==> src/hdl/cartridge_pkg.sv <==
// shared constants for the video-processor cartridge
// widths, slot port numbers, register indices, frame and LED timing
// imported by wildcard in every RTL module header
package cartridge_pkg;

	// ------------------------------
	// memory and slot decode
	// ------------------------------
	localparam int vram_addr_w = 14;				// 16 KiB video memory
	localparam logic [7:0] io_base = 8'h98;			// ports 98h-99h, bit 0 ignored
	localparam logic port_data = 1'b0;				// 98h
	localparam logic port_ctrl = 1'b1;				// 99h, control/status
	localparam int sync_stages = 2;					// strobe synchronizer depth

	// ------------------------------
	// control registers
	// ------------------------------
	localparam int reg_count = 8;
	localparam int reg_idx_w = $clog2(reg_count);
	localparam int reg_ie = 1;						// register holding interrupt enable
	localparam int ie_bit = 5;

	// ------------------------------
	// frame and LED timing
	// ------------------------------
	localparam int frame_cnt_w = 21;
	localparam logic [frame_cnt_w-1:0] frame_cycles = 21'd1431818;	// 60 Hz at 85.9 MHz
	localparam int led_bits = 24;					// green, red, blue
	localparam int led_cnt_w = 13;					// wide enough for the latch gap
	localparam int led_t0h = 34;					// high time of a zero
	localparam int led_t1h = 69;					// high time of a one
	localparam int led_tbit = 107;					// whole symbol
	localparam int led_treset = 4300;				// latch gap after a frame

endpackage
==> src/hdl/led_serializer.sv <==
// one-wire RGB LED serializer
// latches a colour on led_wr and sends 24 bits green, red, blue, MSB first,
// each bit a high pulse within a fixed symbol, followed by the latch gap
`timescale 1ns/100ps

module led_serializer import cartridge_pkg::*; (
	input	logic		clk85m,
	input	logic		rst,
	input	logic		led_wr,
	input	logic [7:0]	led_red,
	input	logic [7:0]	led_green,
	input	logic [7:0]	led_blue,
	output	logic		led_sending,
	output	logic		led_out
);

	typedef enum logic [1:0] {
		st_idle,
		st_bit,			// one symbol per bit
		st_gap			// line low for the latch
	} state_t;

	state_t					state;
	logic [led_bits-1:0]	shift;
	logic [led_cnt_w-1:0]	cnt;		// cycle within symbol or gap
	logic [4:0]				bit_idx;
	logic [led_cnt_w-1:0]	high_time;

	assign high_time = shift[led_bits-1] ? led_cnt_w'(led_t1h) : led_cnt_w'(led_t0h);

	always_ff @(posedge clk85m) begin
		if (rst) begin
			state       <= st_idle;
			cnt         <= '0;
			bit_idx     <= '0;
			led_sending <= 1'b0;
			led_out     <= 1'b0;
		end else begin
			led_out <= (state == st_bit) && (cnt < high_time);	// registered, no glitches
			case (state)
				st_idle: if (led_wr) begin
					shift       <= {led_green, led_red, led_blue};
					cnt         <= '0;
					bit_idx     <= '0;
					led_sending <= 1'b1;
					state       <= st_bit;
				end
				st_bit: begin
					if (cnt == led_cnt_w'(led_tbit - 1)) begin
						cnt   <= '0;
						shift <= shift << 1;	// next bit to MSB
						if (bit_idx == 5'(led_bits - 1))
							state <= st_gap;
						else
							bit_idx <= bit_idx + 1'b1;
					end else begin
						cnt <= cnt + 1'b1;
					end
				end
				st_gap: begin
					if (cnt == led_cnt_w'(led_treset - 1)) begin
						led_sending <= 1'b0;	// frame done
						state       <= st_idle;
					end else begin
						cnt <= cnt + 1'b1;
					end
				end
				default: state <= st_idle;
			endcase
		end
	end

endmodule

==> config.mk <==
export PLATFORM = sky130hd
export DESIGN_NAME = led_serializer
export DESIGN_NICKNAME = d
export VERILOG_FILES = /design/src/hdl/cartridge_pkg.sv /design/src/hdl/led_serializer.sv
export SDC_FILE = /design/constraint.sdc
export NUM_CORES = 1
export LEC_CHECK = 0
export BUFFER_PORTS_ARGS = -buffer_cell sky130_fd_sc_hd__buf_2
export CAP_MARGIN = 10
export CORE_ASPECT_RATIO = 1.1
export CORE_UTILIZATION = 40
export DETAILED_ROUTE_END_ITERATION = 8
export SYNTH_ARGS = -nofsm -noshare
export SYNTH_HDL_FRONTEND = slang
export SYNTH_SLANG_ARGS = --single-unit
export TNS_END_PERCENT = 10
==> constraint.sdc <==
create_clock -name clk85m -period 3.9 [get_ports clk85m]
set_input_delay 0.975 -clock clk85m [delete_from_list [all_inputs] [get_ports clk85m]]
set_output_delay 0.975 -clock clk85m [all_outputs]
set_load 0.005 [all_outputs]
==> results.cfg <==
[floorplan]
rows = 28
die_y_um = 81.6
die_width_um = 74.4
initial_core_util = 0.422
ios = 29
coreArea_um2 = 5470
die_area_um2 = 6070

[grt]
antenna_found_initial = 0
overflow = 0
grt_pass1_wl_um = 7520
track_usage = 0.162
grt_pass1_vias = 1641
grt_max_degree = 25

[pwr]
power.density_nw_per_um2 = 498
switching_power_uw = 408
p_seq_frac = 0.486
switching_share = 0.312
p_int_uw = 902
vdd_drop_max_v = 0.000266
pwr-share-clk = 0.223
leakagePower_nw = 0.935
pwr-share-comb = 0.291

[yosys]
async_flop_share = 0
synth_cell_types = 43
netlist_instances = 204
synth_area_um2 = 2300
ys_ff_latch = 46
synth-edff-count = 24
avgSynthCellArea_um2 = 11.3
syn-num-nets = 241
synth_ff_type = edfxtp_1
yosysSeqAreaShare = 0.504
yosysWarnings = 0

[worst_setup_path]
slowest_stage = or4_4
end_kind = flop
crit_path_max_fanout = 11
cpPeakStageDelay_ps = 580
arrival_ps = 2730
start_kind = flop
worstSetupStartpoint = cnt[8]
worstSetupPathType = reg2reg
worstPathCellList = or4_4, o41a_1, o21a_1, o21ai_1, nor2_1
cp.required_ps = 4060
r2r-start = cnt[8]

[layout]
stdcell_area_um2 = 2630
diodes = 0
drive_above_1_share = 0.292
syn2layout_area_growth_pct = 14.2
fin_nets = 272

[route]
first_pass_iters = 4
highest_layer = met4
drt_iter0_markers = 94
dr_wl_met3_um = 167
dr_wl_met2_um = 2000
wl_met1_um = 1970
drt-vias-per-instance = 5.23
routed_wl_um = 4210
avgRoutedWirePerCell_um = 13.5
route.vias.total = 1627
drtAntennaViolNets = 0
drc = 0

[run_status]
status = finished clean

[sta]
fin_crit_ps = 2570
worst_pin_slew_ps = 715
fmaxAchievable_mhz = 390
skew_ps = 5.64
fin_setup_tns_ps = 0
worst_hold_slack_ps = 500
drv_slew = 0
finalSetupViolCount = 0
rsz0062_at_grt = false
post-route-period-util = 0.658
maxSlewHeadroom = 0.520
hold_viol = 0

[clock_tree]
insertion_delay_ps = 300
cts_tree = yes
cts_setup_buffers = 0
cts_resized = 0
clk_path_buf_depth = 2
clk_pin_slew_worst_paths_ps = 90
cts_sinks = 46
cts-buffers-inserted = 5
cts_hold_buf = 0
h-tree-depth = 2
cts_root_buf = clkbuf_8

[place]
portBuffers = 28
dp_hpwl_um = 3080
gp_congestion = 0.772
place_area_um2 = 2540

[hold_path]
hp-start = bit_idx[1]
hold_class = reg2reg

[run]
max-cap-violations = 0
cells in the mapped netlist, types with 2 or more instances:
cell      instances  area (um2)
nand2b_1          3        18.8
and4_1            2        17.5
mux2i_1           3        30.0
inv_1             8        30.0
or2_2             2        12.5
a211oi_1          2        15.0
mux2_2           23         259
dfxtp_1          22         440
or4_1             6        45.0
clkbuf_1          5        18.8
nor2b_1           2        12.5
nor4_1            4        25.0
a21o_1            2        15.0
nand2_1           7        26.3
nand4_1           2        12.5
ha_1             10         125
nand3_1          10        50.1
edfxtp_1         24         721
nor2_1           17        63.8
xnor2_1           5        43.8
o21ai_0           3        15.0
nor3_1            8        40.0
o31ai_1           3        22.5
xor2_1            3        26.3
a21oi_1          10        50.1
placed cells by master (no fill, tap or decap), drive strengths merged, types with 9 or more instances in the layout:
cell	count
a21oi	10
buf	30
dfxtp	22
edfxtp	24
ha	10
inv	9
mux2	23
nand3	10
nor2	17
routing by layer:
layer / GRT usage / up-vias
met2: 0.264 / 29
met3: 0.0466 / 9
met5: 0 / -
li1: - / 831
met4: 0.0509 / 0
met1: 0.207 / 758
final timing paths:
check                             endpoint  slack (ps)  depth (start not counted)
worst max-delay path                cnt[8]        1330                          5
worst min-delay path            bit_idx[1]         500                          2
worst max register to register      cnt[8]        1330                          5
worst min register to register  bit_idx[1]         500                          2
final cells by class:
cell class | count | area, um2
clock buffer | 5 | 68.8
clock inverter | 3 | 18.8
fill | 545 | 2830
inverter | 8 | 30.0
multi-input combinational | 144 | 1100
sequential | 46 | 1160
tap | 75 | 93.8
timing repair buffer | 30 | 155
registers in the layout, indices dropped and copies added, names as in the netlist:
signal and count:
led_sending 1, bit_idx 5, shift 24, led_out 1
state 2, cnt 13
power groups by stage:
stage	combinational, mW	clock, mW	sequential [mW]
after floorplan	0.299	0	0.640
after global placement	0.380	0	0.648
after detailed placement	0.386	0	0.649
after CTS	0.387	0.301	0.638
after global routing	0.428	0.323	0.647
final	0.381	0.292	0.637
critical path: cells and delay by family (launching register included):
family           cells  cell delay (ps)
AO/OA/AOI/OAI        3             1390
AND/OR/NAND/NOR      2              700
flip-flops           1              340
cell families (layout without fill, tap and decap cells):
logic type               after synthesis  in the layout  synth area share
XOR/XNOR                               8              8            0.0304
AND/OR/NAND/NOR                       70             70             0.165
buffers and inverters                 14             46            0.0233
multiplexers                          26             26             0.125
flip-flops                            46             46             0.504
adder cells (fa/ha/maj)               10             10            0.0543
AO/OA/AOI/OAI                         30             30            0.0983
through the flow:
step	util	cells	power, mW	setup slack [ps]
2_1_floorplan	-	204	0.939	716
3_3_place_gp	0.466	303	1.03	1210
3_5_place_dp	0.466	303	1.03	1150
4_1_cts	0.482	311	1.33	1330
5_1_grt	0.482	311	1.40	1050
6_report	0.482	311	1.31	1330
Note: power is estimated with default switching activity, not from simulation.
