--- src/hdl/cartridge_pkg.sv ---
// shared constants for the video-processor cartridge
// widths, slot port numbers, register indices, frame and LED timing
// imported by wildcard in every RTL module header
package cartridge_pkg;

	// ------------------------------
	// memory and slot decode
	// ------------------------------
	localparam int vram_addr_w = 14;				// 16 KiB video memory
	localparam logic [7:0] io_base = 8'h98;			// ports 98h-99h, bit 0 ignored
	localparam logic port_data = 1'b0;				// 98h
	localparam logic port_ctrl = 1'b1;				// 99h, control/status
	localparam int sync_stages = 2;					// strobe synchronizer depth

	// ------------------------------
	// control registers
	// ------------------------------
	localparam int reg_count = 8;
	localparam int reg_idx_w = $clog2(reg_count);
	localparam int reg_ie = 1;						// register holding interrupt enable
	localparam int ie_bit = 5;

	// ------------------------------
	// frame and LED timing
	// ------------------------------
	localparam int frame_cnt_w = 21;
	localparam logic [frame_cnt_w-1:0] frame_cycles = 21'd1431818;	// 60 Hz at 85.9 MHz
	localparam int led_bits = 24;					// green, red, blue
	localparam int led_cnt_w = 13;					// wide enough for the latch gap
	localparam int led_t0h = 34;					// high time of a zero
	localparam int led_t1h = 69;					// high time of a one
	localparam int led_tbit = 107;					// whole symbol
	localparam int led_treset = 4300;				// latch gap after a frame

endpackage
--- src/hdl/activity_monitor.sv ---
// activity monitor for the status LED
// counts register writes, VRAM writes and status reads into red, green and blue,
// and sends a fresh colour to the LED serializer whenever it is idle
`timescale 1ns/100ps

module activity_monitor import cartridge_pkg::*; (
	input	logic		clk85m,
	input	logic		rst,
	input	logic		pulse_reg_write,
	input	logic		pulse_vram_write,
	input	logic		pulse_status_read,
	input	logic		led_sending,
	output	logic		led_wr,
	output	logic [7:0]	led_red,
	output	logic [7:0]	led_green,
	output	logic [7:0]	led_blue
);

	logic [7:0]	cnt_red;		// register writes
	logic [7:0]	cnt_green;		// vram writes
	logic [7:0]	cnt_blue;		// status reads
	logic		dirty;			// counts differ from the last frame
	logic		any_event;
	logic		send;

	assign any_event = pulse_reg_write | pulse_vram_write | pulse_status_read;
	assign send      = dirty & ~led_sending & ~led_wr;	// sending rises a cycle after wr

	// ------------------------------
	// event counters
	// ------------------------------
	always_ff @(posedge clk85m) begin
		if (rst) begin
			cnt_red   <= '0;
			cnt_green <= '0;
			cnt_blue  <= '0;
			dirty     <= 1'b0;
			led_wr    <= 1'b0;
		end else begin
			cnt_red   <= cnt_red + pulse_reg_write;		// wraps at 8 bits
			cnt_green <= cnt_green + pulse_vram_write;
			cnt_blue  <= cnt_blue + pulse_status_read;
			led_wr    <= send;
			if (any_event)
				dirty <= 1'b1;			// keeps a change that races the send
			else if (send)
				dirty <= 1'b0;
		end
	end

	// colour bytes handed to the serializer with led_wr
	always_ff @(posedge clk85m) begin
		if (send) begin
			led_red   <= cnt_red;
			led_green <= cnt_green;
			led_blue  <= cnt_blue;
		end
	end

endmodule

--- config.mk ---
export PLATFORM = sky130hd
export DESIGN_NAME = activity_monitor
export DESIGN_NICKNAME = d
export VERILOG_FILES = /design/src/hdl/cartridge_pkg.sv /design/src/hdl/activity_monitor.sv
export SDC_FILE = /design/constraint.sdc
export NUM_CORES = 1
export LEC_CHECK = 0
export ABC_CLOCK_PERIOD_IN_PS = 7850
export BUFFER_PORTS_ARGS = -buffer_cell sky130_fd_sc_hd__buf_2
export CAP_MARGIN = 0
export CORE_MARGIN = 2
export CORE_UTILIZATION = 25
export DETAILED_ROUTE_END_ITERATION = 10
export PLACE_DENSITY = 0.48
export SLEW_MARGIN = 10
export SYNTH_ARGS = -nofsm -noshare
export SYNTH_HDL_FRONTEND = slang
export SYNTH_SLANG_ARGS = --single-unit
--- constraint.sdc ---
create_clock -name clk85m -period 7.85 [get_ports clk85m]
set_clock_uncertainty 0.05 [all_clocks]
set_input_delay 0.3925 -clock clk85m [delete_from_list [all_inputs] [get_ports clk85m]]
set_output_delay 0.3925 -clock clk85m [all_outputs]
set_load 0.03 [all_outputs]
==> impl_metrics.yaml, run 1 <==
setup_path:
  crit_slowest_cell: "or3_1"
  worst-path-buf-inv: 1
  crit_family: "adder cells"
  path_cells: "ha_1 > ha_1 > inv_1 > or3_1 > a21oi_1"
  cp-start-kind: "flip-flop"
  crit_arrival_ps: 1650
  required_ps: 8030
  cp_common_cell: "ha_1"
  worstSetupPathType: "flip-flop to flip-flop"
  cpPeakStageDelay_ps: 360
  crit_path_end_kind: "flip-flop"
  crit_fanout: 4
floorplan:
  die_width_microns: 87.74
  die_y_microns: 87.74
  core_area_sq_um: 6794
  io_pins: 31
  initial_core_util_pct: 25.80
  rows: 30
  die_area_sq_um: 7697
sta:
  fin_crit_sh_pct: 18.68
  fin_ws_ps: 6384
  setup_viol: 0
  rsz0062_at_grt: "false"
  tns_ps: 0
  slew_violations: 0
  period_needed_ps: 1466
  max_freq_ghz: 0.6820
  hold_viol: 0
  worstMarginPinSlew_ps: 496.0
  max_slew_margin_pct: 66.93
route:
  met1_length_mm: 1.410
  drt_first_pass_iters: 4
  wl_per_cell_microns: 10.98
  route.met3.wl_microns: 123
  vias: 1086
  wl_mm: 2.931
  avgViaCountPerCell: 4.067
  topRoutingLayerUsed: "met4"
  drt_iter0_drc: 54
  wl_met2_mm: 1.322
  ant_nets: 0
  drc: 0
cts:
  numClockSinks: 50
  clockBufferDepth: 2
  root_buffer: "clkbuf_8"
  post_cts_buffers: 0
  path_clk_slew_ps: 90
  cts-resized-gates: 0
  clkLatencyLatePin_ps: 300
  numCtsBuffers: 5
  htree_levels: 2
  hold_buffers: 0
  cts_tree: "yes"
yosys:
  synth-seq-cells: 50
  synth_cells: 134
  avgSynthCellArea_sq_um: 13.08
  synth_cell_type_count: 18
  synth_area_sq_um: 1753
  ys_seq_area_share_pct: 70.81
  synth_nets: 146
  yosys_warnings: 0
placement:
  pre_cts_slack_ps: 6234
  portBuffers: 30
  globalplace.congestion: 0.6795
  dp_hpwl_mm: 2.012
final_layout:
  antennaDiodeCount: 0
  areaGrowthSynthToFinish_pct: 20.56
  drive_gt1_share_pct: 23.39
  final_cell_mix: "buf_2, dfxtp_1, edfxtp_1"
  final_common_cell: "buf_2"
  fin_nets: 182
  fillerInstances: 713
  utilization_pct: 31.11
grt:
  grt_max_degree: 27
  grt_pass1_wl_mm: 4.712
  grt-ovfl-total: 0
  grt_pass1_vias: 967
  grtUsageTotal_pct: 8.109
  antenna_found_initial: 0
pwr:
  powerDensity_nw_per_um2: 216.3
  peakVddDrop_uv: 53.22
  leakage_nw: 0.7826
min_path:
  hp-class: "primary input to flip-flop"
run_status:
  outcome: "finished clean"
run:
  max-cap-violations: 0
[worst reg2reg max path: cells and delay by family, from the launching register on]
family	cells	cell delay, ps
flops	1	350
fa+ha+maj	2	450
simple gates	1	360
buf+inv	1	60
compound gates	1	130
[registers in the layout, indices dropped and copies added, names as in the netlist]
register and flops:
led_blue 8, cnt_blue 8, cnt_green 8, led_red 8
dirty 1, led_wr 1, led_green 8, cnt_red 8
[cell families (layout without fill, tap and decap cells)]
family                     after synthesis  in the layout  synth area share, %
xor gates and xnor gates                10             10                4.996
DFF                                     50             50                70.81
AOI/OAI and AO/OA                       20             20                5.710
buffers and inverters                    4             41               0.8569
adders and majority gates                6              6                4.283
and+or+nand+nor                         44             44                13.35
[per-layer routing]
| metal | track usage [%] | vias to the layer above |
|---|---|---|
| met5 | 0 | - |
| met4 | 4.615 | 0 |
| met3 | 2.639 | 6 |
| met2 | 11.78 | 19 |
| met1 | 10.59 | 510 |
| li1 | - | 551 |
[report_power, final]
group          switching, W  leakage [nW]  total [W]  internal, W
clock             0.0000826        0.0416   0.000144    0.0000611
sequential       0.00000437         0.451   0.000285     0.000281
combinational     0.0000191         0.290  0.0000279   0.00000880
[final cells by class]
cell class	instances	area, sq um	share of cell area [%]
Clock buffer	5	68.82	3.256
Clock inverter	3	16.27	0.7697
Inverter	2	7.507	0.3552
Multi-Input combinational cell	80	501.7	23.74
Sequential cell	50	1241	58.73
Tap cell	96	120.1	5.684
Timing Repair Buffer	31	157.7	7.460
[worst paths after layout]
check | start | end | slack [ps] | depth (start not counted)
hold reg to reg | cnt_blue[0] | led_blue[0] | 400 | 0
setup / recovery | cnt_red[0] | cnt_red[6] | 6380 | 5
hold / removal | pulse_reg_write | dirty | 340 | 3
setup reg to reg | cnt_red[0] | cnt_red[6] | 6380 | 5
[cells in the mapped netlist]
cell type	instances	area, sq um
nand3_1	8	40.04
nand2_1	5	18.77
dfxtp_1	26	520.5
inv_1	2	7.510
ha_1	6	75.07
o21ai_0	10	50.05
a21oi_1	10	50.05
xor2_1	6	52.55
edfxtp_1	24	720.7
nand4_2	1	12.51
clkbuf_1	2	7.510
nor3b_1	1	7.510
nor2b_1	6	37.54
or3_1	9	56.30
nor2_1	10	37.54
nand4_1	3	18.77
nor3_1	1	5.000
xnor2_1	4	35.03
[metrics by stage]
step	hold WS (ps)	power [W]	instances	instance area, sq um
2_1_floorplan	362.3	0.0003098	134	1753
3_3_place_gp	381.9	0.0003198	259	2028
3_5_place_dp	382.9	0.0003201	259	2028
4_1_cts	320.1	0.0004657	267	2113
5_1_grt	392.6	0.0004797	267	2113
6_report	336.4	0.0004571	267	2113
No activity file was read; power rests on OpenSTA's default activity.
==> run 2, diff against run 1 <==
--- a/config.mk
+++ b/config.mk
@@ -5,13 +5,14 @@
 export SDC_FILE = /design/constraint.sdc
 export NUM_CORES = 1
 export LEC_CHECK = 0
-export ABC_CLOCK_PERIOD_IN_PS = 7850
+export ABC_AREA = 1
+export ABC_CLOCK_PERIOD_IN_PS = 1300
 export BUFFER_PORTS_ARGS = -buffer_cell sky130_fd_sc_hd__buf_2
 export CAP_MARGIN = 0
 export CORE_MARGIN = 2
 export CORE_UTILIZATION = 25
 export DETAILED_ROUTE_END_ITERATION = 10
-export PLACE_DENSITY = 0.48
+export PLACE_DENSITY = 0.49
 export SLEW_MARGIN = 10
 export SYNTH_ARGS = -nofsm -noshare
 export SYNTH_HDL_FRONTEND = slang
==> constraint.sdc (replaced) <==
create_clock -name clk85m -period 1.3 [get_ports clk85m]
set_clock_uncertainty 0.05 [all_clocks]
set_input_delay 0.065 -clock clk85m [delete_from_list [all_inputs] [get_ports clk85m]]
set_output_delay 0.065 -clock clk85m [all_outputs]
set_load 0.03 [all_outputs]
==> run 2 against run 1 <==
Register-to-register slack got worse by 6300 ps. Total power grew to 6.6 times the previous value. Sequential share of layout area fell by 5.2 points. Routed wire length increased by 6.3%. Synthesized cell count rose by 30%. Non-clock buffer count grew 5. Area after synthesis increased by 4.2%. Count of clock-buffer cells in the layout up 1. Global-route usage up 0.42 points. Critical path depth is 2 higher. Final cell count up 18%. Fmax rose by 23%. Critical endpoint unchanged. Largest cell class unchanged. Largest power group unchanged.
==> impl_metrics.yaml, run 2 <==
yosys:
  synth_cell_type_count: 18
  ys_seq_area_share_pct: 67.95
  synth-seq-cells: 50
  synth_cells: 174
  synthTopCellsByCount: "nor2_1, nand2_1, dfxtp_1, edfxtp_1, inv_1"
  ys.flop_type: "dfxtp_1"
  yosys-top-cells-area: "edfxtp_1, dfxtp_1, nor2_1, nand2_1, ha_1"
  synth_area_sq_um: 1827
  avgSynthCellArea_sq_um: 10.50
  synth_edf_count: 24
  yosys.area.top_type_share_pct: 39.45
  async_flop_share_pct: 0
  yosysMostFrequentCell: "nor2_1"
  yosys_warnings: 0
  synth_top_cell_by_area: "edfxtp_1"
  synth_nets: 186
cts:
  cts_tree: "yes"
  path_clk_slew_ps: 90
  htree_levels: 2
  numCtsBuffers: 5
  root_buffer: "clkbuf_8"
  clockBufferDepth: 2
  numClockSinks: 50
  clkLatencyLatePin_ps: 300
pwr:
  powerDensity_nw_per_um2: 1298
  fin_total_pwr_w: 0.003022
  leakage_nw: 0.8851
  peakVddDrop_uv: 424.7
sta:
  fin_crit_sh_pct: 91.43
  hold_viol: 0
  worstMarginPinSlew_ps: 487.0
  tns_ps: 0
  fin_ws_ps: 111.4
  period_needed_ps: 1189
  max_slew_margin_pct: 67.50
  max_freq_ghz: 0.8413
  rsz0062_at_grt: "false"
  setup_viol: 0
  slew_violations: 0
floorplan:
  io_pins: 31
  initial_core_util_pct: 25.46
  die_width_microns: 89.48
  rows: 31
  die_y_microns: 89.48
  core_area_sq_um: 7176
  die_area_sq_um: 8007
setup_path:
  r2r_cells: 7
  endpoint: "cnt_red[6]"
  timing.rr.start: "cnt_red[0]"
  reg2reg_slack_ps: 110
  cp-start-kind: "flip-flop"
  crit_fanout: 3
  required_ps: 1450
  worstReg2RegEnd: "cnt_red[6]"
  startpoint: "cnt_red[0]"
  worstSetupPathType: "flip-flop to flip-flop"
  crit_path_end_kind: "flip-flop"
  crit_arrival_ps: 1340
route:
  drt_first_pass_iters: 5
  drt_iter0_drc: 46
  wl_mm: 3.115
  wl_per_cell_microns: 9.889
  drc: 0
  vias: 1232
  avgViaCountPerCell: 3.911
  ant_nets: 0
placement:
  pre_cts_slack_ps: 75.46
  globalplace.congestion: 0.7075
  dp_hpwl_mm: 2.130
  portBuffers: 30
final_layout:
  fillerInstances: 741
  final_common_cell: "nor2_1"
  drive_gt1_share_pct: 25.00
  utilization_pct: 32.45
  fin_nets: 227
  areaGrowthSynthToFinish_pct: 27.47
  final_cell_mix: "nor2_1, nand2_1, buf_2"
  antennaDiodeCount: 0
grt:
  grt_pass1_wl_mm: 5.037
  grt_pass1_vias: 1063
  grtUsageTotal_pct: 8.532
  antenna_found_initial: 0
  grt_max_degree: 25
  grt-ovfl-total: 0
run:
  max-cap-violations: 0
run_status:
  outcome: "finished clean"
min_path:
  hp-class: "primary input to flip-flop"
## run 2: area by class of cell
| cell class | instances | area (sq um) | area share (%) |
|---|---|---|---|
| Inverter | 16 | 60.06 | 2.579 |
| Timing Repair Buffer | 36 | 224.0 | 9.619 |
| Clock inverter | 2 | 37.54 | 1.612 |
| Multi-Input combinational cell | 106 | 564.3 | 24.23 |
| Sequential cell | 50 | 1246 | 53.52 |
| Clock buffer | 6 | 72.57 | 3.117 |
| Tap cell | 99 | 123.9 | 5.320 |
## run 2: timing repair
item,4_1_cts,5_1_grt
setup endpoints to repair,0,7
hold buffers,3,0
setup buffers,0,1
gates resized for setup,0,12
hold endpoints to repair,2,0
## run 2: worst min path at each step
stage	start	depth (start not counted)	slack, ps	endpoint
global route	pulse_vram_write	3	50	dirty
floorplan	led_sending	1	80	led_wr
finish	pulse_vram_write	3	40	dirty
CTS	pulse_vram_write	3	20	dirty
detailed placement	led_sending	2	240	led_wr
global placement	led_sending	2	240	led_wr
## run 2: critical path: stages (launching register included)
cell	delay, ps
dfxtp_1	340
ha_2	210
ha_4	140
nand3_1	70
nor2_2	130
nand2_1	60
nand2_1	50
nor2_1	50
## run 2: routing by layer
metal	GRT usage, %	wire length, microns
met2	12.46	1387
met3	2.862	169
met4	5.292	47
met5	0	0
met1	10.83	1511
## run 2: cells by family after synthesis
| logic type | count (synthesis) | share of synthesized area (%) |
|---|---|---|
| simple gates | 82 | 18.77 |
| buf+inv | 18 | 3.836 |
| fa+ha+maj | 6 | 4.109 |
| compound gates | 17 | 4.863 |
| flops | 50 | 67.95 |
| xor+xnor | 1 | 0.4795 |
## run 2: metrics by stage
| stage | area, sq um | instances | hold WS [ps] |
|---|---|---|---|
| finish | 2328 | 315 | 44.61 |
| floorplan | 1842 | 174 | 83.55 |
| detailed placement | 2133 | 303 | 237.9 |
| global placement | 2133 | 303 | 239.8 |
| CTS | 2273 | 314 | 20.91 |
| global route | 2328 | 315 | 48.26 |
## run 2: power breakdown
part / leakage [nW] / internal (W) / switching [W]
registers: 0.443 / 0.00170 / 0.0000288
logic: 0.391 / 0.0000787 / 0.000146
clock network: 0.0514 / 0.000574 / 0.000494
