===== src/hdl/cartridge_pkg.sv =====
// shared constants for the video-processor cartridge
// widths, slot port numbers, register indices, frame and LED timing
// imported by wildcard in every RTL module header
package cartridge_pkg;

	// ------------------------------
	// memory and slot decode
	// ------------------------------
	localparam int vram_addr_w = 14;				// 16 KiB video memory
	localparam logic [7:0] io_base = 8'h98;			// ports 98h-99h, bit 0 ignored
	localparam logic port_data = 1'b0;				// 98h
	localparam logic port_ctrl = 1'b1;				// 99h, control/status
	localparam int sync_stages = 2;					// strobe synchronizer depth

	// ------------------------------
	// control registers
	// ------------------------------
	localparam int reg_count = 8;
	localparam int reg_idx_w = $clog2(reg_count);
	localparam int reg_ie = 1;						// register holding interrupt enable
	localparam int ie_bit = 5;

	// ------------------------------
	// frame and LED timing
	// ------------------------------
	localparam int frame_cnt_w = 21;
	localparam logic [frame_cnt_w-1:0] frame_cycles = 21'd1431818;	// 60 Hz at 85.9 MHz
	localparam int led_bits = 24;					// green, red, blue
	localparam int led_cnt_w = 13;					// wide enough for the latch gap
	localparam int led_t0h = 34;					// high time of a zero
	localparam int led_t1h = 69;					// high time of a one
	localparam int led_tbit = 107;					// whole symbol
	localparam int led_treset = 4300;				// latch gap after a frame

endpackage

===== src/hdl/vdp_port.sv =====
// processor-port logic of the video processor
// data port with auto-increment and read-ahead, control port with two-byte latch,
// eight control registers, frame flag with interrupt, event pulses for the monitor
`timescale 1ns/100ps

module vdp_port import cartridge_pkg::*; (
	input	logic					clk85m,
	input	logic					rst,
	input	logic					bus_valid,
	input	logic					bus_write,
	input	logic					bus_address,
	input	logic [7:0]				bus_wdata,
	output	logic					bus_ready,
	output	logic [7:0]				bus_rdata,
	output	logic					bus_rdata_en,
	output	logic					slot_intr,
	output	logic					vram_valid,
	output	logic					vram_write,
	output	logic [vram_addr_w-1:0]	vram_address,
	output	logic [7:0]				vram_wdata,
	input	logic					vram_ready,
	input	logic [7:0]				vram_rdata,
	input	logic					vram_rdata_en,
	output	logic					pulse_reg_write,
	output	logic					pulse_vram_write,
	output	logic					pulse_status_read
);

	logic [7:0]				regs [reg_count];
	logic [vram_addr_w-1:0]	addr_ptr;		// auto-increment pointer
	logic [7:0]				ctrl_low;		// first control byte
	logic					ctrl_second;	// next control write is the second byte
	logic [7:0]				read_ahead;
	logic					fetch_wait;		// accepted read, data due next cycle
	logic					data_pending;	// vram request belongs to a bus access
	logic [frame_cnt_w-1:0]	frame_cnt;
	logic					frame_flag;
	logic					frame_tick;
	logic					vram_idle;

	assign frame_tick = (frame_cnt == frame_cycles - 1'b1);
	assign vram_idle  = ~vram_valid & ~fetch_wait;

	always_ff @(posedge clk85m) begin
		if (rst) begin
			bus_ready         <= 1'b0;
			bus_rdata_en      <= 1'b0;
			vram_valid        <= 1'b0;
			vram_write        <= 1'b0;
			addr_ptr          <= '0;
			ctrl_second       <= 1'b0;
			fetch_wait        <= 1'b0;
			data_pending      <= 1'b0;
			frame_cnt         <= '0;
			frame_flag        <= 1'b0;
			slot_intr         <= 1'b0;
			pulse_reg_write   <= 1'b0;
			pulse_vram_write  <= 1'b0;
			pulse_status_read <= 1'b0;
			for (int i = 0; i < reg_count; i++)
				regs[i] <= '0;
		end else begin
			bus_ready         <= 1'b0;	// all single-cycle strobes
			bus_rdata_en      <= 1'b0;
			pulse_reg_write   <= 1'b0;
			pulse_vram_write  <= 1'b0;
			pulse_status_read <= 1'b0;

			// ------------------------------
			// frame timer and interrupt
			// ------------------------------
			frame_cnt <= frame_tick ? '0 : frame_cnt + 1'b1;
			slot_intr <= frame_flag & regs[reg_ie][ie_bit];

			// ------------------------------
			// vram completion
			// ------------------------------
			if (vram_rdata_en) begin
				read_ahead <= vram_rdata;
				fetch_wait <= 1'b0;
			end
			if (vram_valid && vram_ready) begin
				vram_valid <= 1'b0;
				fetch_wait <= ~vram_write;		// set wins over the clear above
				if (data_pending) begin
					data_pending     <= 1'b0;
					bus_ready        <= 1'b1;
					pulse_vram_write <= vram_write;
					bus_rdata        <= read_ahead;	// byte fetched earlier
					bus_rdata_en     <= ~vram_write;
				end
			end

			// ------------------------------
			// bus accesses
			// ------------------------------
			if (bus_valid && !bus_ready && !data_pending) begin
				if (bus_address == port_ctrl) begin
					bus_ready <= 1'b1;			// control port never waits
					if (bus_write) begin
						ctrl_second <= ~ctrl_second;
						if (!ctrl_second) begin
							ctrl_low <= bus_wdata;
						end else if (bus_wdata[7]) begin
							regs[bus_wdata[reg_idx_w-1:0]] <= ctrl_low;
							pulse_reg_write                <= 1'b1;
						end else if (!bus_wdata[6]) begin	// read address, prefetch
							vram_valid   <= 1'b1;
							vram_write   <= 1'b0;
							vram_address <= {bus_wdata[5:0], ctrl_low};
							addr_ptr     <= {bus_wdata[5:0], ctrl_low} + 1'b1;
						end else begin
							addr_ptr <= {bus_wdata[5:0], ctrl_low};	// write address
						end
					end else begin					// status read
						bus_rdata         <= {frame_flag, 7'd0};
						bus_rdata_en      <= 1'b1;
						ctrl_second       <= 1'b0;
						pulse_status_read <= 1'b1;
					end
				end else if (bus_address == port_data && vram_idle) begin
					vram_valid   <= 1'b1;
					vram_write   <= bus_write;		// read fetches the next byte
					vram_address <= addr_ptr;
					vram_wdata   <= bus_wdata;
					addr_ptr     <= addr_ptr + 1'b1;	// wraps at 14 bits
					data_pending <= 1'b1;
				end
			end

			// flag cleared by a status read, a new frame wins
			if (frame_tick)
				frame_flag <= 1'b1;
			else if (pulse_status_read)
				frame_flag <= 1'b0;
		end
	end

endmodule


===== config.mk =====
export PLATFORM = sky130hd
export DESIGN_NAME = vdp_port
export DESIGN_NICKNAME = d
export VERILOG_FILES = /design/src/hdl/cartridge_pkg.sv /design/src/hdl/vdp_port.sv
export SDC_FILE = /design/constraint.sdc
export NUM_CORES = 1
export LEC_CHECK = 0
export ABC_AREA = 1
export BUFFER_PORTS_ARGS = -buffer_cell sky130_fd_sc_hd__buf_4
export CAP_MARGIN = 25
export CORE_ASPECT_RATIO = 1.5
export CORE_MARGIN = 3
export CORE_UTILIZATION = 52
export CTS_BUF_LIST = sky130_fd_sc_hd__clkbuf_16
export CTS_CLUSTER_SIZE = 10
export DETAILED_ROUTE_END_ITERATION = 10
export HOLD_SLACK_MARGIN = 0.02
export PLACE_DENSITY = 0.79
export SYNTH_ARGS = -nofsm -noshare
export SYNTH_HDL_FRONTEND = slang
export SYNTH_SLANG_ARGS = --single-unit

===== constraint.sdc =====
create_clock -name clk85m -period 2.14 [get_ports clk85m]
set_clock_uncertainty 0.05 [all_clocks]
set_input_delay 0.321 -clock clk85m [delete_from_list [all_inputs] [get_ports clk85m]]
set_output_delay 0.321 -clock clk85m [all_outputs]
set_load 0.005 [all_outputs]

==> metrics, run 1 <==
outcome=finished clean; Synth Register Bits=between 90 and 100; Crit Path Max Fanout=21; DRT iter0 DRCs=~320; Pint=about 0.0030 W; later-pin clock latency in the skew report=0.34 ns; fill cell count=approximately 700; die area=about 10000 um^2; Syn Std Cell Area=between 4000 and 5000 um^2; die width=~83 um; Synthesized Nets=595; combinational power share=0.085; # setup viols final=0; Final Instance Count excl. Fillers=between 700 and 800; Tightest Pin Transition=between 0.3 and 0.4 ns; DR DRC count=0; Rel. slew slack=0.735; CTS-repair resized insts=0; WP data arrival=approximately 1.9 ns; sw power=0.000921 W; detailed-route vias per instance=5.55; Final min period=~1.7 ns; endpoints failing hold=0; Setup crit end kind=flop; period utilization=0.802; Syn Area/Cell=a little over 8 um^2; post-synthesis cell type count=38; Die Ht=between 100 and 150 um; asr flop ratio synth=0; Final #Nets=663; first-pass GRT wire length=around 18,000 um; DP Cell Count=about 730; CTS tree=yes; post-synthesis sequential area ratio=0.515; Clock transition at path regs=about 0.070 ns; ant diodes=0; Synth area leaders=edfxtp_1 31%, dfxtp_1 21%, nand2_1 14%; setup tns final=0 ns; hold_buf cts=0; initial core utilization=0.540; fin. max-slew vios=0; WL/cell=15.4 um; pwr dens=718 nW/um^2; initial antenna violation count=0; Post-Syn Instances=568; area of the core=8460 um^2; final WL=approximately 12,000 um; Clock Sinks=94; GP Congestion=about 0.9; Port Buffers=60; Synth Flop Type=edfxtp_1; H-tree Lvls=3; DRT Pass-1 Iters=5; sequential fraction of design power=0.513; Max IR drop VDD=roughly 0.43 mV; path type of the worst min-delay path=primary input to flop; launching element type of the critical path=flop; DP Wirelength=8440 um; fmax=approximately 600 MHz; Root Buffer=clkbuf_16; Area Overhead vs Synth=19.2%; Worst Path Required=2.31 ns; GRT Util Overall=0.247; sequential cell area=around 2400 um^2; Overflow after GRT=0; Power, Total=slightly below 0.004 W; Clock power frac=0.402; CTS Buffer Depth=2; pin count of the biggest net entering global routing=23; largest area contributor in the netlist=edfxtp_1; row cnt=roughly 40; share of cells above drive strength 1=0.168; DRT antenna net count=0; vias in the first global route=between 4,000 and 5,000; Ports=between 60 and 70; share of the synthesized area in the top cell type=0.309; multi-input logic area=approximately 1900 um^2; Max-Cap Viols=0; yosys warns=0; # Post-CTS Setup Buffers=0; critical setup path kind=flop to flop; leakage=~2.2 nW; routed via count=4,154; Sw Ratio=0.235; number of synthesized flops with an enable pin=47; RSZ-0062 raised after global routing=no; clock buffer count from CTS=9
[logic make-up (layout without fill, tap and decap cells)]
family                   Yosys count  in the layout  synth area share
flip-flops                        94             94             0.515
AND/OR/NAND/NOR                  305            305             0.287
buffers and inverters             80            153            0.0714
AO/OA/AOI/OAI                     68             68            0.0829
adder cells (fa/ha/maj)            4              4            0.0110
XOR/XNOR                          17             17            0.0326
[state kept, by name, indices dropped and copies added (netlist names), 8 cells and up]
signal        count
addr_ptr         14
bus_rdata         8
ctrl_low          8
frame_cnt        21
read_ahead        8
vram_address     14
vram_wdata        8
[Yosys cell counts, drive strengths merged, types with 8 or more instances]
master	n
nand2	169
inv	66
nor2	60
dfxtp	47
edfxtp	47
nand3	45
a21oi	32
o21ai	29
xor2	14
nand4	13
nor3	12
buf	8
[final cells by class]
cell class              instances  area share
flip-flops and latches         94       0.432
multi-input cells             394       0.347
repair buffers                 70      0.0964
inverters                      67      0.0466
clock buffers                   9      0.0413
well taps                     107      0.0246
clock inverters                 7      0.0122
[cells in the final DEF, fill, tap and decap left out, types with 2 or more instances in the layout]
master / count
a21oi_1: 26
a21oi_2: 6
a31oi_1: 2
buf_4: 70
clkbuf_16: 9
clkinv_2: 3
dfxtp_1: 47
edfxtp_1: 47
ha_1: 4
inv_1: 62
inv_2: 4
nand2_1: 168
nand3_1: 44
nand4_1: 13
nor2_1: 57
nor2_2: 2
nor3_1: 10
nor3_4: 2
o21ai_0: 22
o21ai_1: 6
o22ai_1: 2
or2_2: 3
xnor2_1: 3
xor2_1: 14
[power groups by stage]
| stage | sequential, W | clock (W) | combinational (W) |
|---|---|---|---|
| after global placement | 0.00205 | 0 | 0.000321 |
| after detailed placement | 0.00205 | 0 | 0.000329 |
| final | 0.00201 | 0.00157 | 0.000332 |
| after global routing | 0.00202 | 0.00168 | 0.000373 |
| after CTS | 0.00201 | 0.00159 | 0.000332 |
| after floorplan | 0.00204 | 0 | 0.000188 |
[worst paths after layout]
| kind | start | endpoint | slack [ns] | cells after the start |
|---|---|---|---|---|
| max | frame_cnt[0] | frame_cnt[18] | 0.42 | 7 |
| min | vram_rdata[2] | read_ahead[2] | 0.1 | 1 |
| max reg2reg | frame_cnt[0] | frame_cnt[18] | 0.42 | 7 |
| min reg2reg | frame_flag | slot_intr | 0.43 | 2 |
[metrics by stage]
stage	instance area [um^2]	hold slack [ns]	setup WS, ns	utilization
2_1_floorplan	4570	0.370	0.0956	-
3_3_place_gp	5160	0.391	0.420	0.609
3_5_place_dp	5160	0.400	0.364	0.609
4_1_cts	5450	0.0907	0.465	0.644
5_1_grt	5450	0.0862	0.273	0.644
6_report	5450	0.0991	0.424	0.644
[critical path, stage by stage, from the launching register on]
cell	delay [ns]
dfxtp_1	0.42
ha_1	0.17
nand4_1	0.12
nor3_1	0.22
nand4_1	0.20
nand2_1	0.10
buf_4	0.25
a21oi_1	0.07
[per-layer routing]
layer,vias to the layer above,wire length [um],GRT usage
met2,179,6100,0.433
met4,0,532,0.135
li1,1988,-,-
met1,1940,4180,0.268
met3,47,706,0.0522
met5,-,0,0
(Power assumes the default switching activity.)
==> inputs of run 2 (changes only) <==
==> constraint.sdc (replaced) <==
create_clock -name clk85m -period 1.5 [get_ports clk85m]
set_clock_uncertainty 0.05 [all_clocks]
set_input_delay 0.225 -clock clk85m [delete_from_list [all_inputs] [get_ports clk85m]]
set_output_delay 0.225 -clock clk85m [all_outputs]
set_load 0.005 [all_outputs]
==> metrics, run 2 (synthesis gave the netlist of run 1 again) <==
outcome=finished with violations (was finished clean); failing checks=negative setup slack; multi-input logic area=2130 um^2 (was 1890 um^2); # setup viols final=28 (was 0); fill cell count=635 (was 715); sequential cell area=2370 um^2 (was 2350 um^2); Setup crit end kind=flop (unchanged); Crit Reg-Reg Endpoint=frame_cnt[7] (was frame_cnt[18]); post-layout util=0.728 (was 0.644); Power, Total=0.00557 W (was 0.00391 W); Rel. slew slack=0.765 (was 0.735); initial core utilization=0.540 (unchanged); launching element type of the critical path=flop (unchanged); Clock transition at path regs=0.06 ns (was 0.07 ns); DRT antenna net count=0 (unchanged); post-route setup slack=-0.0557 ns (was 0.424 ns); GP Congestion=0.883 (was 0.914); ant diodes=0 (unchanged); share of cells above drive strength 1=0.304 (was 0.168); Tightest Pin Transition=0.349 ns (was 0.396 ns); leakage=2.51 nW (was 2.21 nW); Max-Cap Viols=0 (unchanged); WL/cell=15.9 um (was 15.4 um); sequential fraction of design power=0.515 (was 0.513); Ports=61 (unchanged); first-pass GRT wire length=18,700 um (was 18,500 um); fmax=643 MHz (was 583 MHz); RSZ-0062 raised after global routing=yes (was no); die width=82.6 um (unchanged); hold path depth=1 (unchanged); critical register-to-register path startpoint=frame_cnt[1] (was frame_cnt[0]); Area Overhead vs Synth=34.8% (was 19.2%); Pint=0.00419 W (was 0.00299 W); setup slack, reg-to-reg=-0.06 ns (was 0.42 ns); H-tree Lvls=3 (unchanged); hold_sp=bus_wdata[7] (was vram_rdata[2]); Port Buffers=60 (unchanged); CTS Buffer Depth=2 (unchanged); Crit Path Max Fanout=5 (was 21); period utilization=1.04 (was 0.802); area of the core=8460 um^2 (unchanged); later-pin clock latency in the skew report=0.34 ns (about the same); Clock Sinks=94 (unchanged); Clock power frac=0.374 (was 0.402); final WL=12,800 um (was 11,500 um); clock buffer count from CTS=9 (unchanged); largest register by flop count=frame_cnt (unchanged); path type of the worst min-delay path=primary input to flop (unchanged); Sw Ratio=0.248 (was 0.235); Die Ht=121 um (unchanged); combinational power share=0.111 (was 0.085); Worst Path Required=1.68 ns (was 2.31 ns); vias in the first global route=4,122 (was 4,058); most frequent cells in the layout=158 x nand2_1, 107 x buf_4, 60 x inv_1, 47 x edfxtp_1, 41 x nor2_1 (was 168 x nand2_1, 70 x buf_4, 62 x inv_1, 57 x nor2_1); Final #Nets=715 (was 663); Root Buffer=clkbuf_16 (unchanged); Hold Path End=ctrl_low[7] (was read_ahead[2]); pin count of the biggest net entering global routing=22 (was 23); Final Instance Area=6160 um^2 (was 5450 um^2); DR DRC count=0 (unchanged); Max IR drop VDD=0.683 mV (was 0.428 mV); FF-to-FF path depth=8 (was 7); pre-CTS setup slack=-0.0413 ns (was 0.364 ns); endpoints failing hold=0 (unchanged); GRT Util Overall=0.246 (was 0.247); Final min period=1.56 ns (was 1.72 ns); fin. max-slew vios=0 (unchanged); Worst Setup SP=frame_cnt[1] (was frame_cnt[0]); routed via count=4,328 (was 4,154); CTS tree=yes (unchanged); WP data arrival=1.74 ns (was 1.89 ns); most common cell after layout, fill and taps aside=nand2_1 (unchanged); setup tns final=-0.736 ns (was 0 ns); sw power=0.00138 W (was 0.000921 W); die area=9970 um^2 (unchanged); pwr dens=904 nW/um^2 (was 718 nW/um^2); DP Wirelength=8570 um (was 8440 um); largest registers=frame_cnt x21, addr_ptr x14, vram_address x14 (unchanged); placed cell areas=5430 um^2 (was 5160 um^2); detailed-route vias per instance=5.41 (was 5.55); DRT iter0 DRCs=266 (was 323); Overflow after GRT=0 (unchanged); critical setup path kind=flop to flop (unchanged); row cnt=41 (unchanged); Largest register FFs=21 (unchanged); initial antenna violation count=0 (unchanged); DRT Pass-1 Iters=5 (unchanged)
-- run 2: cell type report --
cell class                      instances  share of cell area
Clock inverter                          7             0.00670
Tap cell                              107              0.0217
Sequential cell                        94               0.384
Inverter                               67              0.0418
Clock buffer                            9              0.0366
Timing Repair Buffer                  122               0.164
Multi-Input combinational cell        394               0.345
-- run 2: worst max-delay path: stages (launching register included) --
cell,delay [ns]
dfxtp_4,0.36
inv_4,0.06
ha_4,0.11
nand4_1,0.14
nor3_2,0.13
nand4_1,0.16
nand2_2,0.20
clkbuf_16,0.19
nor2_1,0.04
-- run 2: repair_timing --
action                                  CTS  global route
resized for setup                         5            66
hold endpoints to repair                  8             0
endpoints found under the setup margin   34            56
pin swaps                                 3            20
setup buffers                             1             9
hold buffers                              8             0
cloned                                    0             3
-- run 2: metrics by stage --
| step | cells | hold slack [ns] |
|---|---|---|
| after detailed placement | 763 | 0.354 |
| after global routing | 800 | 0.0435 |
| final | 800 | 0.0390 |
| after CTS | 788 | 0.0358 |
| after floorplan | 568 | 0.274 |
| after global placement | 763 | 0.354 |
-- run 2: layer usage --
layer,vias up,global-route usage,share of wire
li1,2099,-,-
met1,2040,0.269,0.37
met2,138,0.434,0.54
met3,51,0.0402,0.042
met4,0,0.139,0.051
met5,-,0,0
-- run 2: worst max path at each step --
stage | end | slack (ns) | cells past startpoint
2_1_floorplan | vram_address[0] | -0.14 | 5
3_3_place_gp | regs[1][5] | -0.01 | 6
3_5_place_dp | vram_address[13] | -0.04 | 7
4_1_cts | addr_ptr[12] | 0.008 | 9
5_1_grt | frame_cnt[7] | -0.12 | 8
6_report | frame_cnt[7] | -0.06 | 8
-- run 2: power groups by stage --
| stage | clock, W | combinational (W) | sequential [W] |
|---|---|---|---|
| final | 0.00208 | 0.000616 | 0.00287 |
| after detailed placement | 0 | 0.000528 | 0.00292 |
| after global routing | 0.00220 | 0.000675 | 0.00288 |
| after floorplan | 0 | 0.000270 | 0.00291 |
| after CTS | 0.00210 | 0.000548 | 0.00286 |
| after global placement | 0 | 0.000513 | 0.00291 |
==> inputs of run 3 (changes only) <==
--- a/config.mk
+++ b/config.mk
@@ -8,9 +8,11 @@
 export ABC_AREA = 1
 export BUFFER_PORTS_ARGS = -buffer_cell sky130_fd_sc_hd__buf_4
 export CAP_MARGIN = 25
+export CELL_PAD_IN_SITES_DETAIL_PLACEMENT = 1
+export CELL_PAD_IN_SITES_GLOBAL_PLACEMENT = 2
 export CORE_ASPECT_RATIO = 1.5
 export CORE_MARGIN = 3
-export CORE_UTILIZATION = 52
+export CORE_UTILIZATION = 31
 export CTS_BUF_LIST = sky130_fd_sc_hd__clkbuf_16
 export CTS_CLUSTER_SIZE = 10
 export DETAILED_ROUTE_END_ITERATION = 10
==> constraint.sdc (replaced) <==
create_clock -name clk85m -period 1.5 [get_ports clk85m]
set_clock_uncertainty 0.05 [all_clocks]
set_input_delay 0.15 -clock clk85m [delete_from_list [all_inputs] [get_ports clk85m]]
set_output_delay 0.15 -clock clk85m [all_outputs]
set_load 0.005 [all_outputs]
==> metrics, run 3 (synthesis gave the netlist of run 1 again) <==
initial antenna violation count=0 (unchanged); Top cell by count, worst path=nand4_1 (unchanged); pwr dens=870 nW/um^2 (was 904 nW/um^2); H-tree Lvls=3 (unchanged); Crit path buffers/inverters=2 (unchanged); DRT antenna net count=0 (unchanged); Crit Path Max Fanout=5 (unchanged); Area Overhead vs Synth=44.7% (was 34.8%); Clock Sinks=94 (unchanged); path type of the worst min-delay path=primary input to flop (unchanged); Port Buffers=60 (unchanged); # setup viols final=36 (was 28); crit-path cells=inv_2 > ha_4 > nand4_1 > nor3_1 > nand4_1 > nand2_4 > clkbuf_16 > a21oi_1 (was inv_4 > ha_4 > nand4_1 > nor3_2 > nand4_1 > nand2_2 > clkbuf_16 > nor2_1); pre-CTS setup slack=-0.0920 ns (was -0.0413 ns); leakage=2.69 nW (was 2.51 nW); crit path to=frame_cnt[14] (was frame_cnt[7]); WP data arrival=1.74 ns (about the same); Clock transition at path regs=0.07 ns (was 0.06 ns); initial core utilization=0.321 (was 0.540); detailed-route vias per instance=4.81 (was 5.41); CP peak stage delay=0.36 ns (about the same); Die Ht=155 um (was 121 um); row cnt=53 (was 41); Final #Nets=741 (was 715); DP Wirelength=10,700 um (was 8570 um); setup slack, reg-to-reg=-0.05 ns (was -0.06 ns); largest registers=frame_cnt x21, addr_ptr x14, vram_address x14 (unchanged); launching element type of the critical path=flop (unchanged); Largest register FFs=21 (unchanged); Max IR drop VDD=0.396 mV (was 0.683 mV); critical setup path kind=flop to flop (unchanged); first-pass GRT wire length=23,200 um (was 18,700 um); ant diodes=0 (unchanged); Max-Cap Viols=0 (unchanged); final WL=15,400 um (was 12,800 um); DR DRC count=0 (unchanged); routed via count=4,379 (was 4,328); Root Buffer=clkbuf_16 (unchanged); vias in the first global route=4,596 (was 4,122); Final Hold Slack=0.0409 ns (was 0.0390 ns); endpoints failing hold=0 (unchanged); most common cell after layout, fill and taps aside=nand2_1 (unchanged); Worst Setup SP=frame_cnt[1] (unchanged); pin count of the biggest net entering global routing=26 (was 22); GP Congestion=0.873 (was 0.883); WL/cell=16.9 um (was 15.9 um); Overflow after GRT=0 (unchanged); outcome=finished with violations (unchanged); Critical Path Slowest Stage Cell=dfxtp_4 (unchanged); FF-to-FF path depth=8 (unchanged); die width=105 um (was 82.6 um); failing checks=negative setup slack (unchanged); most frequent cells in the layout=161 x nand2_1, 120 x buf_4, 61 x inv_1, 47 x edfxtp_1, 38 x nor2_1 (was 158 x nand2_1, 107 x buf_4, 60 x inv_1, 47 x edfxtp_1, 41 x nor2_1); fill cell count=1,691 (was 635); largest register by flop count=frame_cnt (unchanged); Crit Reg-Reg Endpoint=frame_cnt[14] (was frame_cnt[7]); Top Family by Delay on Critical Path=simple AND/OR/NAND/NOR gates (unchanged); clock buffer count from CTS=9 (unchanged); fmax=643 MHz (about the same); CTS tree=yes (unchanged); period utilization=1.04 (about the same); die area=16,300 um^2 (was 9970 um^2); CTS Buffer Depth=2 (unchanged); Tightest Pin Transition=0.301 ns (was 0.349 ns); setup tns final=-0.833 ns (was -0.736 ns); DRT iter0 DRCs=120 (was 266); share of cells above drive strength 1=0.331 (was 0.304); RSZ-0062 raised after global routing=yes (unchanged); Final min period=1.55 ns (was 1.56 ns); post-route setup slack=-0.0549 ns (was -0.0557 ns); Worst Path Required=1.69 ns (was 1.68 ns); fin. max-slew vios=0 (unchanged); DRT Pass-1 Iters=4 (was 5); Rel. slew slack=0.799 (was 0.765); Levels on crit path=8 (unchanged); later-pin clock latency in the skew report=0.36 ns (was 0.34 ns); post-layout util=0.464 (was 0.728); critical register-to-register path startpoint=frame_cnt[1] (unchanged); Setup crit end kind=flop (unchanged); GRT Util Overall=0.183 (was 0.246); Ports=61 (unchanged); area of the core=14,300 um^2 (was 8460 um^2)
-- run 3: changes by cell type in the layout (fill, tap and decap cells not counted), sizes merged --
cell	delta
clkinvlp	-2
clkinv	-2
buf	+17
inv	+4
dlygate4sd3	+7
clkbuf	+2
-- run 3: how the worst min path moves through the flow --
stage,start,slack (ns),end,cells after the start
after floorplan,bus_wdata[0],0.20,ctrl_low[0],0
final,bus_wdata[0],0.04,ctrl_low[0],1
after CTS,bus_wdata[0],0.03,ctrl_low[0],1
after detailed placement,vram_rdata[6],0.28,read_ahead[6],1
after global placement,vram_rdata[4],0.28,read_ahead[4],1
after global routing,bus_wdata[0],0.04,ctrl_low[0],1
-- run 3: through the flow --
stage          total power (W)  cell area (um^2)  std cells
6_report               0.00575              6620        911
2_1_floorplan          0.00318              4580        568
3_5_place_dp           0.00348              5620        860
5_1_grt                0.00599              6620        911
3_3_place_gp           0.00346              5620        860
4_1_cts                0.00570              6080        891
-- run 3: cell type report --
type                       count  area, um^2  area share
clock buffer                   9         225      0.0340
clock inverter                 7        48.8     0.00738
inverter                      67         259      0.0392
multi-input combinational    394        2180       0.330
sequential                    94        2370       0.359
tap                          192         240      0.0363
timing repair buffer         148        1290       0.195
-- run 3: metal layers --
layer	vias to the layer above	GRT usage	part of all wire
met5	-	0	0
met4	0	0.0782	0.031
met3	40	0.0317	0.024
met2	73	0.353	0.57
met1	2118	0.192	0.38
li1	2148	-	-
-- run 3: repair_timing --
item,4_1_cts,5_1_grt
endpoints found under the setup margin,31,65
pin swaps,2,20
buffers inserted,0,15
resized for setup,11,85
cloned,0,5
endpoints found under the hold margin,21,0
hold buffers,15,0
-- run 3: power by group --
part	internal [W]	total, W	switching, W
Combinational	0.000328	0.000702	0.000374
Clock	0.00113	0.00218	0.00105
Sequential	0.00280	0.00287	0.0000674
